===== src/logic/exu_cfg.svh =====
// size macros for the load/store tracking block, include before any use of the sizes
`ifndef EXU_CFG_SVH
`define EXU_CFG_SVH

// ===========================================================================
// outstanding instruction tracking
// ===========================================================================

// number of OITF slots, one per outstanding load/store
`define EXU_OITF_DEPTH 4

// slot index width, must cover EXU_OITF_DEPTH
`define EXU_ITAG_WIDTH 2

// ===========================================================================
// register file view
// ===========================================================================

// 32 integer registers
`define EXU_RFIDX_WIDTH 5

`define EXU_XLEN 32

`endif


===== src/logic/exu_pkg.sv =====
// shared struct types of the load/store tracking block, referenced by exu_pkg:: names
`default_nettype none

`include "exu_cfg.svh"

package exu_pkg;

    // slot index handed out at dispatch
    typedef logic [`EXU_ITAG_WIDTH-1:0] itag_t;

    typedef logic [`EXU_RFIDX_WIDTH-1:0] rfidx_t;

    // instruction seen by dispatch, register fields only
    typedef struct packed {
        logic   rs1en;
        logic   rs2en;
        logic   rdwen;
        rfidx_t rs1idx;
        rfidx_t rs2idx;
        rfidx_t rdidx;
    } disp_info_t;

    // what one OITF slot remembers
    typedef struct packed {
        logic   rdwen;
        rfidx_t rdidx;
    } alloc_t;

    // completion returned by the memory side, any order
    typedef struct packed {
        itag_t                itag;
        logic [`EXU_XLEN-1:0] wdata;
    } cmpl_t;

    // in-order register write
    typedef struct packed {
        rfidx_t               rdidx;
        logic [`EXU_XLEN-1:0] wdata;
    } wb_t;

endpackage

`default_nettype wire


===== src/logic/oitf_entry.sv =====
// single OITF slot with its destination and the three hazard compares, one per slot in exu_oitf
`default_nettype none

module oitf_entry (
    input  logic                clk,
    input  logic                rst,
    input  logic                set,
    input  logic                clr,
    input  exu_pkg::alloc_t     alloc,
    input  exu_pkg::disp_info_t disp_info,
    output logic                vld,
    output exu_pkg::alloc_t     info,
    output logic                match_rs1,
    output logic                match_rs2,
    output logic                match_rd
);

    logic dst_live;

    // set has priority, a fresh allocation beats a stale clear
    always_ff @(posedge clk) begin
        if (rst) begin
            vld <= 1'b0;
        end else if (set) begin
            vld <= 1'b1;
        end else if (clr) begin
            vld <= 1'b0;
        end
    end

    always_ff @(posedge clk) begin
        if (set) begin
            info <= alloc;
        end
    end

    // only a pending register write can cause a hazard
    assign dst_live = vld & info.rdwen;

    // RAW on either source
    assign match_rs1 = dst_live & disp_info.rs1en & (info.rdidx == disp_info.rs1idx);
    assign match_rs2 = dst_live & disp_info.rs2en & (info.rdidx == disp_info.rs2idx);

    // WAW on the destination
    assign match_rd = dst_live & disp_info.rdwen & (info.rdidx == disp_info.rdidx);

    // allocation pointer must never land on a live slot
    a_no_set_on_live: assert property (@(posedge clk) disable iff (rst) set |-> !vld)
        else $error("oitf_entry: slot allocated while still outstanding");

endmodule

`default_nettype wire


===== src/logic/exu_oitf.sv =====
// outstanding instruction track FIFO, allocates itags at dispatch and frees them at retirement
`default_nettype none

`include "exu_cfg.svh"

module exu_oitf (
    input  logic                clk,
    input  logic                rst,
    input  logic                alloc_ena,
    input  exu_pkg::alloc_t     alloc,
    input  exu_pkg::disp_info_t disp_info,
    input  logic                ret_ena,
    output exu_pkg::itag_t      dis_ptr,
    output exu_pkg::itag_t      ret_ptr,
    output exu_pkg::alloc_t     ret_info,
    output logic                match_rs1,
    output logic                match_rs2,
    output logic                match_rd,
    output logic                oitf_full,
    output logic                oitf_empty
);

    exu_pkg::itag_t alc_idx;
    exu_pkg::itag_t ret_idx;
    logic           alc_flg;
    logic           ret_flg;
    logic           alc_wrap;
    logic           ret_wrap;

    logic [`EXU_OITF_DEPTH-1:0] slot_set;
    logic [`EXU_OITF_DEPTH-1:0] slot_clr;
    logic [`EXU_OITF_DEPTH-1:0] slot_vld;
    logic [`EXU_OITF_DEPTH-1:0] hit_rs1;
    logic [`EXU_OITF_DEPTH-1:0] hit_rs2;
    logic [`EXU_OITF_DEPTH-1:0] hit_rd;
    exu_pkg::alloc_t            slot_info [`EXU_OITF_DEPTH];

    // ========================================================================
    // pointers, the flag toggles on every wrap
    // ========================================================================

    assign alc_wrap = (alc_idx == exu_pkg::itag_t'(`EXU_OITF_DEPTH - 1));
    assign ret_wrap = (ret_idx == exu_pkg::itag_t'(`EXU_OITF_DEPTH - 1));

    always_ff @(posedge clk) begin
        if (rst) begin
            alc_idx <= '0;
            alc_flg <= 1'b0;
        end else if (alloc_ena) begin
            if (alc_wrap) begin
                alc_idx <= '0;
                alc_flg <= ~alc_flg;
            end else begin
                alc_idx <= alc_idx + 1'b1;
            end
        end
    end

    always_ff @(posedge clk) begin
        if (rst) begin
            ret_idx <= '0;
            ret_flg <= 1'b0;
        end else if (ret_ena) begin
            if (ret_wrap) begin
                ret_idx <= '0;
                ret_flg <= ~ret_flg;
            end else begin
                ret_idx <= ret_idx + 1'b1;
            end
        end
    end

    // same index, flags tell empty from full
    assign oitf_empty = (alc_idx == ret_idx) & (alc_flg == ret_flg);
    assign oitf_full  = (alc_idx == ret_idx) & (alc_flg != ret_flg);

    assign dis_ptr = alc_idx;
    assign ret_ptr = ret_idx;

    // ========================================================================
    // slots
    // ========================================================================

    generate
        for (genvar i = 0; i < `EXU_OITF_DEPTH; i++) begin : g_slot
            assign slot_set[i] = alloc_ena & (alc_idx == exu_pkg::itag_t'(i));
            assign slot_clr[i] = ret_ena & (ret_idx == exu_pkg::itag_t'(i));

            oitf_entry u_entry (
                .clk       (clk),
                .rst       (rst),
                .set       (slot_set[i]),
                .clr       (slot_clr[i]),
                .alloc     (alloc),
                .disp_info (disp_info),
                .vld       (slot_vld[i]),
                .info      (slot_info[i]),
                .match_rs1 (hit_rs1[i]),
                .match_rs2 (hit_rs2[i]),
                .match_rd  (hit_rd[i])
            );
        end
    endgenerate

    // any live slot blocks the request
    assign match_rs1 = |hit_rs1;
    assign match_rs2 = |hit_rs2;
    assign match_rd  = |hit_rd;

    // head slot for the writeback buffer
    assign ret_info = slot_info[ret_idx];

    a_no_alloc_full: assert property (@(posedge clk) disable iff (rst)
        alloc_ena |-> !oitf_full)
        else $error("exu_oitf: allocation while full");

    // retire request from the buffer must hit a live head
    a_no_ret_empty: assert property (@(posedge clk) disable iff (rst)
        ret_ena |-> (!oitf_empty && slot_vld[ret_idx]))
        else $error("exu_oitf: retirement with no outstanding head");

endmodule

`default_nettype wire


===== src/logic/exu_disp.sv =====
// dispatch decision for long-pipe instructions, answers each request with accept or reject
`default_nettype none

module exu_disp (
    input  logic                clk,
    input  logic                rst,
    input  logic                disp_vld,
    input  exu_pkg::disp_info_t disp_info,
    input  logic                match_rs1,
    input  logic                match_rs2,
    input  logic                match_rd,
    input  logic                oitf_full,
    input  exu_pkg::itag_t      dis_ptr,
    output logic                alloc_ena,
    output exu_pkg::alloc_t     alloc,
    output logic                disp_ack,
    output logic                disp_accepted,
    output exu_pkg::itag_t      disp_itag
);

    logic hazard;
    logic accept;

    // RAW on a source or WAW on rd against anything outstanding
    assign hazard = match_rs1 | match_rs2 | match_rd;

    // a retiring head still counts, no bypass of full
    assign accept = disp_vld & ~hazard & ~oitf_full;

    assign alloc_ena   = accept;
    assign alloc.rdwen = disp_info.rdwen;
    assign alloc.rdidx = disp_info.rdidx;

    // ========================================================================
    // registered answer, one cycle after the request
    // ========================================================================

    always_ff @(posedge clk) begin
        if (rst) begin
            disp_ack      <= 1'b0;
            disp_accepted <= 1'b0;
        end else begin
            disp_ack      <= disp_vld;
            disp_accepted <= accept;
        end
    end

    // itag the allocation took, meaningful only with an accept
    always_ff @(posedge clk) begin
        disp_itag <= dis_ptr;
    end

endmodule

`default_nettype wire


===== src/logic/exu_longpwb.sv =====
// long-pipe writeback buffer, collects out-of-order completions and retires them in itag order
`default_nettype none

`include "exu_cfg.svh"

module exu_longpwb (
    input  logic            clk,
    input  logic            rst,
    input  logic            cmpl_vld,
    input  exu_pkg::cmpl_t  cmpl,
    input  exu_pkg::itag_t  ret_ptr,
    input  exu_pkg::alloc_t ret_info,
    input  logic            oitf_empty,
    output logic            ret_ena,
    output logic            wb_vld,
    output exu_pkg::wb_t    wb
);

    logic [`EXU_OITF_DEPTH-1:0] filled;
    logic [`EXU_XLEN-1:0]       data_r [`EXU_OITF_DEPTH];

    // ========================================================================
    // completion capture
    // ========================================================================

    // a completing slot is never the retiring one, both may write
    always_ff @(posedge clk) begin
        if (rst) begin
            filled <= '0;
        end else begin
            if (ret_ena) begin
                filled[ret_ptr] <= 1'b0;
            end
            if (cmpl_vld) begin
                filled[cmpl.itag] <= 1'b1;
            end
        end
    end

    always_ff @(posedge clk) begin
        if (cmpl_vld) begin
            data_r[cmpl.itag] <= cmpl.wdata;
        end
    end

    // ========================================================================
    // in-order retirement
    // ========================================================================

    // head must be live and its data back
    assign ret_ena = ~oitf_empty & filled[ret_ptr];

    // no rdwen means the slot is freed without a write
    always_ff @(posedge clk) begin
        if (rst) begin
            wb_vld <= 1'b0;
        end else begin
            wb_vld <= ret_ena & ret_info.rdwen;
        end
    end

    always_ff @(posedge clk) begin
        if (ret_ena) begin
            wb.rdidx <= ret_info.rdidx;
            wb.wdata <= data_r[ret_ptr];
        end
    end

    // memory side must not complete the same itag twice
    a_no_double_cmpl: assert property (@(posedge clk) disable iff (rst)
        cmpl_vld |-> !filled[cmpl.itag])
        else $error("exu_longpwb: completion for an itag already filled");

endmodule

`default_nettype wire


===== src/logic/exu_lsu_track.sv =====
// top of the load/store tracking block, wires dispatch, OITF and writeback buffer together
`default_nettype none

module exu_lsu_track (
    input  logic                clk,
    input  logic                rst,
    input  logic                disp_vld,
    input  exu_pkg::disp_info_t disp_info,
    output logic                disp_ack,
    output logic                disp_accepted,
    output exu_pkg::itag_t      disp_itag,
    input  logic                cmpl_vld,
    input  exu_pkg::cmpl_t      cmpl,
    output logic                wb_vld,
    output exu_pkg::wb_t        wb,
    output logic                oitf_empty
);

    // dispatch to OITF
    logic            alloc_ena;
    exu_pkg::alloc_t alloc;

    // OITF back to dispatch
    logic            match_rs1;
    logic            match_rs2;
    logic            match_rd;
    logic            oitf_full;
    exu_pkg::itag_t  dis_ptr;

    // retire path
    logic            ret_ena;
    exu_pkg::itag_t  ret_ptr;
    exu_pkg::alloc_t ret_info;

    exu_disp u_exu_disp (
        .clk           (clk),
        .rst           (rst),
        .disp_vld      (disp_vld),
        .disp_info     (disp_info),
        .match_rs1     (match_rs1),
        .match_rs2     (match_rs2),
        .match_rd      (match_rd),
        .oitf_full     (oitf_full),
        .dis_ptr       (dis_ptr),
        .alloc_ena     (alloc_ena),
        .alloc         (alloc),
        .disp_ack      (disp_ack),
        .disp_accepted (disp_accepted),
        .disp_itag     (disp_itag)
    );

    exu_oitf u_exu_oitf (
        .clk        (clk),
        .rst        (rst),
        .alloc_ena  (alloc_ena),
        .alloc      (alloc),
        .disp_info  (disp_info),
        .ret_ena    (ret_ena),
        .dis_ptr    (dis_ptr),
        .ret_ptr    (ret_ptr),
        .ret_info   (ret_info),
        .match_rs1  (match_rs1),
        .match_rs2  (match_rs2),
        .match_rd   (match_rd),
        .oitf_full  (oitf_full),
        .oitf_empty (oitf_empty)
    );

    exu_longpwb u_exu_longpwb (
        .clk        (clk),
        .rst        (rst),
        .cmpl_vld   (cmpl_vld),
        .cmpl       (cmpl),
        .ret_ptr    (ret_ptr),
        .ret_info   (ret_info),
        .oitf_empty (oitf_empty),
        .ret_ena    (ret_ena),
        .wb_vld     (wb_vld),
        .wb         (wb)
    );

endmodule

`default_nettype wire


===== config.mk =====
export PLATFORM = sky130hd
export DESIGN_NAME = exu_lsu_track
export DESIGN_NICKNAME = d
export VERILOG_FILES = /design/src/logic/exu_pkg.sv /design/src/logic/oitf_entry.sv /design/src/logic/exu_oitf.sv /design/src/logic/exu_disp.sv /design/src/logic/exu_longpwb.sv /design/src/logic/exu_lsu_track.sv
export VERILOG_INCLUDE_DIRS = /design/src /design/src/logic
export SDC_FILE = /design/constraint.sdc
export NUM_CORES = 1
export LEC_CHECK = 0
export ABC_CLOCK_PERIOD_IN_PS = 9080
export BUFFER_PORTS_ARGS = -buffer_cell sky130_fd_sc_hd__buf_2
export CORE_ASPECT_RATIO = 1.5
export CORE_UTILIZATION = 60
export DETAILED_ROUTE_END_ITERATION = 10
export PLACE_DENSITY = 0.85
export SYNTH_ARGS = -nofsm -noshare
export SYNTH_HDL_FRONTEND = slang
export SYNTH_SLANG_ARGS = --single-unit

===== constraint.sdc =====
create_clock -name clk -period 9.08 [get_ports clk]
set_input_delay 1.816 -clock clk [delete_from_list [all_inputs] [get_ports clk]]
set_output_delay 1.816 -clock clk [all_outputs]
set_load 0.005 [all_outputs]

==> impl_metrics.toml, run 1 <==
[run_status]
status = "finished with violations"
violations = "design-rule violations"

[clock_network]
clockRootBuffer = "clkbuf_16"
clk_pin_slew_ps = 60
cts_hold_buf = 0
clkLatencyLatePin_ps = 480
htreeDepth = 1
cts_buffer_depth = 3
post_cts_resized = 0
cts_setup_buffers = 0
cts_buffers = 19
cts_tree = "built"
cts.sinks = 208

[floorplan]
start_util = 0.613
io_pins = 99
die_h_microns = 146
placement_rows = 52
dieArea_sq_um = 14200
die_x_microns = 97.8
core-area_sq_um = 13500

[job]
maxCapViolCount = 0

[synth]
synth_seq_cells = 208
ys_top_cells_by_area = "edfxtp_1 69%, mux4_2 11%, dfxtp_1 4.6%"
synth-xor-area-share = 0.0679
synth_mux_area_frac = 0.110
ys_seq_area_frac = 0.734
synth_flop_cell = "edfxtp_1"
synth-async-reset-ratio = 0
ys_types = 36
synth_area_leader_cell = "edfxtp_1"
synth_top_family_by_area = "multiplexers"
syn_area_per_cell_sq_um = 19.5
synth_compound_area_frac = 0.0150
synth_fa_ha_area_frac = 0.0121
syn_area_sq_um = 8260
synth_edf_count = 189
yosys.area_share.simple = 0.0508
syn_inst = 423
syn_nets = 487
synth_top_area_frac = 0.687
ys_warn_count = 0

[timing]
clock-skew-final_ps = 12.5
fin_setup_tns_ps = 0
max_freq_mhz = 247
finalHoldViolCount = 0
min_period_over_period = 0.446
slew_violations = 0
setup_viol = 0
worst_pin_slew_ps = 1060
grt_setup_unrepaired = "no"
max_slew_margin = 0.293
fin_crit_ps = 4050
fin_ws_ps = 5030

[critical_path]
crit_required_ps = 7260
critPathKind = "reg -> out"
cp-end-kind = "output port"
crit_path_start_kind = "register"
cp_max_fo = 45
worstPathArrival_ps = 2230

[global_routing]
grt_use_total = 0.250
grt_max_degree = 46
grt_pass1_wl_mm = 26.1
first_global_vias = 4537
overflow = 0
antenna_found_initial = 0

[power]
p_leak_uw = 0.00324
power.density_nw_per_um2 = 212
max-vdd-ir-drop_mv = 0.224

[final_layout]
final_cells = 705
multi_input_area_sq_um = 2140
regArea_sq_um = 6060
drive_above_1_share = 0.337
diodes = 0
final_cell_mix = "189 x edfxtp_1, 98 x buf_2, 43 x xor2_1, 39 x mux4_2, 21 x xnor2_1"
fill_cells = 855
syn_to_final_growth_pct = 15.6
layout_commonest_cell = "edfxtp_1"
fin_nets = 595
stdcell_area_sq_um = 9540
postLayoutCoreUtil = 0.708

[drt]
drtPass1Iterations = 9
drtIter0Drc = 304
antenna_left = 0
num_vias = 4268
wirelength_mm = 17.0
routedWlPerCell_microns = 24.2
route.detailed.drc = 16
viasPerCell = 6.05

[min_path]
hp-class = "reg -> reg"

[placement]
routabilityCongestion = 0.995
dpl.hpwl_mm = 10.4
numPortBuffers = 98
place_inst = 672
dpl_cell_area_sq_um = 8930
place_ws_ps = 5260
==> cells in the mapped netlist (3+ instances only) <==
| cell | n |
|---|---|
| a32o_1 | 3 |
| mux4_2 | 39 |
| nor2b_1 | 5 |
| o31ai_1 | 3 |
| clkbuf_1 | 4 |
| inv_1 | 5 |
| xnor2_1 | 21 |
| a21oi_1 | 4 |
| xor2_1 | 43 |
| nor4_1 | 11 |
| and2_1 | 9 |
| nand4_1 | 12 |
| nand2_1 | 6 |
| nor2_1 | 9 |
| ha_1 | 8 |
| edfxtp_1 | 189 |
| dfxtp_1 | 19 |
| buf_2 | 6 |
==> cell type report <==
cell class / instances / area share
timing repair buffer: 101 / 0.0538
sequential: 208 / 0.635
tap: 162 / 0.0212
clock inverter: 14 / 0.0142
multi-input combinational: 196 / 0.224
clock buffer: 19 / 0.0498
inverter: 5 / 0.00197
==> per-stage QoR <==
step	total power, uW	hold slack [ps]
3_3_place_gp	1260	432
6_report	2030	451
5_1_grt	2080	450
4_1_cts	2040	445
3_5_place_dp	1270	435
2_1_floorplan	1200	393
==> cell families after synthesis <==
group | after synthesis
AOI/OAI and AO/OA | 15
xor gates and xnor gates | 64
adders and majority gates | 8
buffers and inverters | 19
DFF | 208
muxes | 42
and+or+nand+nor | 67
==> worst paths after layout <==
kind                          from                                    to  slack (ps)  depth (start not counted)
min          u_exu_oitf.dis_ptr[1]               u_exu_disp.disp_itag[1]         450                          0
max reg2reg  u_exu_oitf.ret_ptr[0]  u_exu_oitf.g_slot[3].u_entry.info[4]        6220                          5
min reg2reg  u_exu_oitf.dis_ptr[1]               u_exu_disp.disp_itag[1]         450                          0
max          u_exu_oitf.ret_ptr[0]                            oitf_empty        5030                          3
==> per-layer routing <==
metal | global-route usage | part of all wire | wire length (microns) | vias to the layer above
met4 | 0.0977 | 0.033 | 554 | 0
met3 | 0.0423 | 0.057 | 965 | 34
met1 | 0.304 | 0.37 | 6350 | 2157
li1 | - | - | - | 1898
met5 | 0 | 0 | 0 | -
met2 | 0.447 | 0.54 | 9160 | 179
==> sequential cells by signal, indices dropped and copies added (netlist names) <==
signal	count
u_exu_oitf.g_slot.u_entry.info	24
u_exu_oitf.dis_ptr	2
u_exu_oitf.ret_flg	1
u_exu_oitf.ret_ptr	2
u_exu_longpwb.filled	4
u_exu_longpwb.wb_vld	1
u_exu_disp.disp_itag	2
u_exu_longpwb.data_r	128
u_exu_oitf.g_slot.u_entry.vld	4
u_exu_disp.disp_accepted	1
u_exu_oitf.alc_flg	1
u_exu_disp.disp_ack	1
u_exu_longpwb.wb	37
==> worst max-delay path, cell delays in order (launching register included) <==
cell and delay [ps]:
dfxtp_4 910, xor2_1 180, nor3b_1 440, buf_2 200
==> where the power goes <==
| part | switching [uW] | internal [uW] | leakage, uW | total, uW |
|---|---|---|---|---|
| clock | 337 | 442 | 0.000280 | 779 |
| sequential | 27.5 | 1100 | 0.00189 | 1120 |
| combinational | 67.1 | 57.1 | 0.00107 | 124 |
| total | 431 | 1590 | 0.00324 | 2030 |
(Power assumes the default switching activity.)
==> run 2, diff against run 1 <==
- ABC_AREA: default -> 1
- ABC_CLOCK_PERIOD_IN_PS: 9080 -> 3750
- CORE_UTILIZATION: 60 -> 58
- PLACE_DENSITY: 0.85 -> 0.82
- clock period: 9.08 -> 3.75 ns (I/O delays scaled with it)
==> run 2 against run 1 <==
The run now ends clean. Non-clock buffer count grew 6. Via count grew 40%. Register-to-register slack lost 4900 ps. Hold slack gained 9.4 ps. Cell area grew 3.6%. Routed wire length grew 11%. Count of clock-buffer cells in the layout grew 4. Sequential cell count is the same.
==> impl_metrics.toml, run 2 <==
[run_status]
status = "completed"

[critical_path]
critPathBufInv = 2
r2r-start = "u_exu_oitf.ret_ptr[0]"
path_delay_family = "flip-flops"
cp_cell_sequence = "xnor2_1 > nand3_1 > inv_1 > buf_2"
crit_cells = 4
critPathMaxStageDelay_ps = 820
cp_max_fo = 41
rr_worst_depth = 5
crit_required_ps = 3000
reg2reg_setup_slack_ps = 1280
cp-end-kind = "output port"
r2r_end = "u_exu_longpwb.wb[20]"
critPathKind = "reg -> out"
worstPathArrival_ps = 1870
crit_path_start_kind = "register"
crit_start = "u_exu_oitf.ret_ptr[0]"
endpoint = "oitf_empty"
cpMaxStageDelayCell = "dfxtp_2"

[global_routing]
grt_max_degree = 77
grt_pass1_wl_mm = 29.8
antenna_found_initial = 0
grt_use_total = 0.258
first_global_vias = 6077
overflow = 0

[synth]
synth-async-reset-ratio = 0
syn_inst = 775
ys_types = 24
syn_area_per_cell_sq_um = 11.1
ys_seq_area_frac = 0.702
synth_edf_count = 189
synth_top_area_frac = 0.658
synthTopCellsByCount = "189 x edfxtp_1, 177 x nand2_1, 112 x nor2_1, 73 x o21ai_0, 47 x inv_1"
synth_area_leader_cell = "edfxtp_1"
ys_top_cells_by_area = "edfxtp_1 66%, nand2_1 7.7%, nor2_1 4.9%"
syn_area_sq_um = 8630
ys_warn_count = 0
synth_seq_cells = 208
synth_flop_cell = "edfxtp_1"
synthMostInstantiatedCell = "edfxtp_1"
syn_nets = 839

[placement]
dpl.hpwl_mm = 12.3
numPortBuffers = 98
place_ws_ps = 1280
routabilityCongestion = 0.916

[drt]
routedWlPerCell_microns = 17.5
antenna_left = 0
num_vias = 5991
drtPass1Iterations = 5
viasPerCell = 5.53
wirelength_mm = 19.0
drtIter0Drc = 483
route.detailed.drc = 0

[floorplan]
die_h_microns = 151
io_pins = 99
dieArea_sq_um = 15400
die_x_microns = 102
placement_rows = 54
core-area_sq_um = 14500
start_util = 0.594

[final_layout]
regArea_sq_um = 6060
top_regs = "u_exu_longpwb.data_r (128), u_exu_longpwb.wb (37), u_exu_oitf.g_slot.u_entry.info (24)"
top_register = "u_exu_longpwb.data_r"
fill_cells = 1086
largest_register_ffs = 128
layout_commonest_cell = "edfxtp_1"
fin_nets = 940
final_cell_mix = "189 x edfxtp_1, 177 x nand2_1, 112 x nor2_1, 98 x buf_2, 73 x o21ai_0"
diodes = 0
syn_to_final_growth_pct = 14.5
drive_above_1_share = 0.171
multi_input_area_sq_um = 2290

[timing]
max_slew_margin = 0.494
max_freq_mhz = 382
fin_setup_tns_ps = 0
slew_violations = 0
fin_crit_ps = 2620
finalHoldViolCount = 0
clock-skew-final_ps = 4.73
min_period_over_period = 0.698
fin_ws_ps = 1130
setup_viol = 0
worst_pin_slew_ps = 759
grt_setup_unrepaired = "no"

[clock_network]
cts_hold_buf = 0
htreeDepth = 1
cts_tree = "built"
clk_pin_slew_ps = 60
clkLatencyLatePin_ps = 470
cts.sinks = 208
post_cts_resized = 0
clockRootBuffer = "clkbuf_16"
cts_buffers = 18
cts_setup_buffers = 0
cts_buffer_depth = 3

[min_path]
hp-class = "reg -> reg"

[job]
maxCapViolCount = 0

[power]
p_leak_uw = 0.00394
max-vdd-ir-drop_mv = 0.429
power_uw = 5230
power.density_nw_per_um2 = 529
[run 2: cell count changes in the layout (fill, tap and decap cells not counted), sizes merged, moves of 13 or more]
cell	delta
a21oi	+31
inv	+47
mux4	-39
nand2	+177
nand3	+23
nand4	-13
nor2	+104
o21ai	+75
o22ai	+33
xnor2	-18
xor2	-35
[run 2: logic make-up after synthesis]
group / count (synthesis) / share of synthesized area
compound gates: 144 / 0.0903
xor+xnor: 11 / 0.0112
fa+ha+maj: 8 / 0.0116
buf+inv: 77 / 0.0347
flops: 208 / 0.702
simple gates: 327 / 0.151
[run 2: layout make-up]
type | count | share of cell area
clock buffer | 23 | 0.0496
clock inverter | 9 | 0.00468
inverter | 51 | 0.0194
multi-input combinational | 490 | 0.232
sequential | 208 | 0.613
tap | 196 | 0.0248
timing repair buffer | 107 | 0.0565
[run 2: how the worst min path moves through the flow]
stage,start,endpoint,slack (ps),cells after the start
floorplan,u_exu_oitf.dis_ptr[1],u_exu_disp.disp_itag[1],410,0
global placement,u_exu_oitf.dis_ptr[1],u_exu_disp.disp_itag[1],450,0
detailed placement,u_exu_oitf.dis_ptr[1],u_exu_disp.disp_itag[1],460,0
CTS,u_exu_oitf.dis_ptr[1],u_exu_disp.disp_itag[1],460,0
global route,cmpl[17],u_exu_longpwb.data_r[0][17],480,1
finish,u_exu_oitf.dis_ptr[1],u_exu_disp.disp_itag[1],460,0
[run 2: through the flow]
stage	area (sq um)	util	instances	hold WS [ps]
2_1_floorplan	8630	-	775	405
3_3_place_gp	9350	0.643	1052	454
3_5_place_dp	9350	0.643	1052	455
4_1_cts	9880	0.680	1084	464
5_1_grt	9880	0.680	1084	480
6_report	9880	0.680	1084	461
[run 2: power by group]
group          leakage (uW)  internal (uW)  switching [uW]
sequential          0.00189           2740            94.5
clock              0.000262            931             754
combinational       0.00179            234             479
total               0.00394           3910            1330
[run 2: routing by layer]
layer / vias up / GRT usage / part of all wire
met5: - / 0 / 0
met4: 0 / 0.131 / 0.039
met3: 51 / 0.0272 / 0.053
li1: 2873 / - / -
met2: 238 / 0.456 / 0.52
met1: 2829 / 0.311 / 0.39
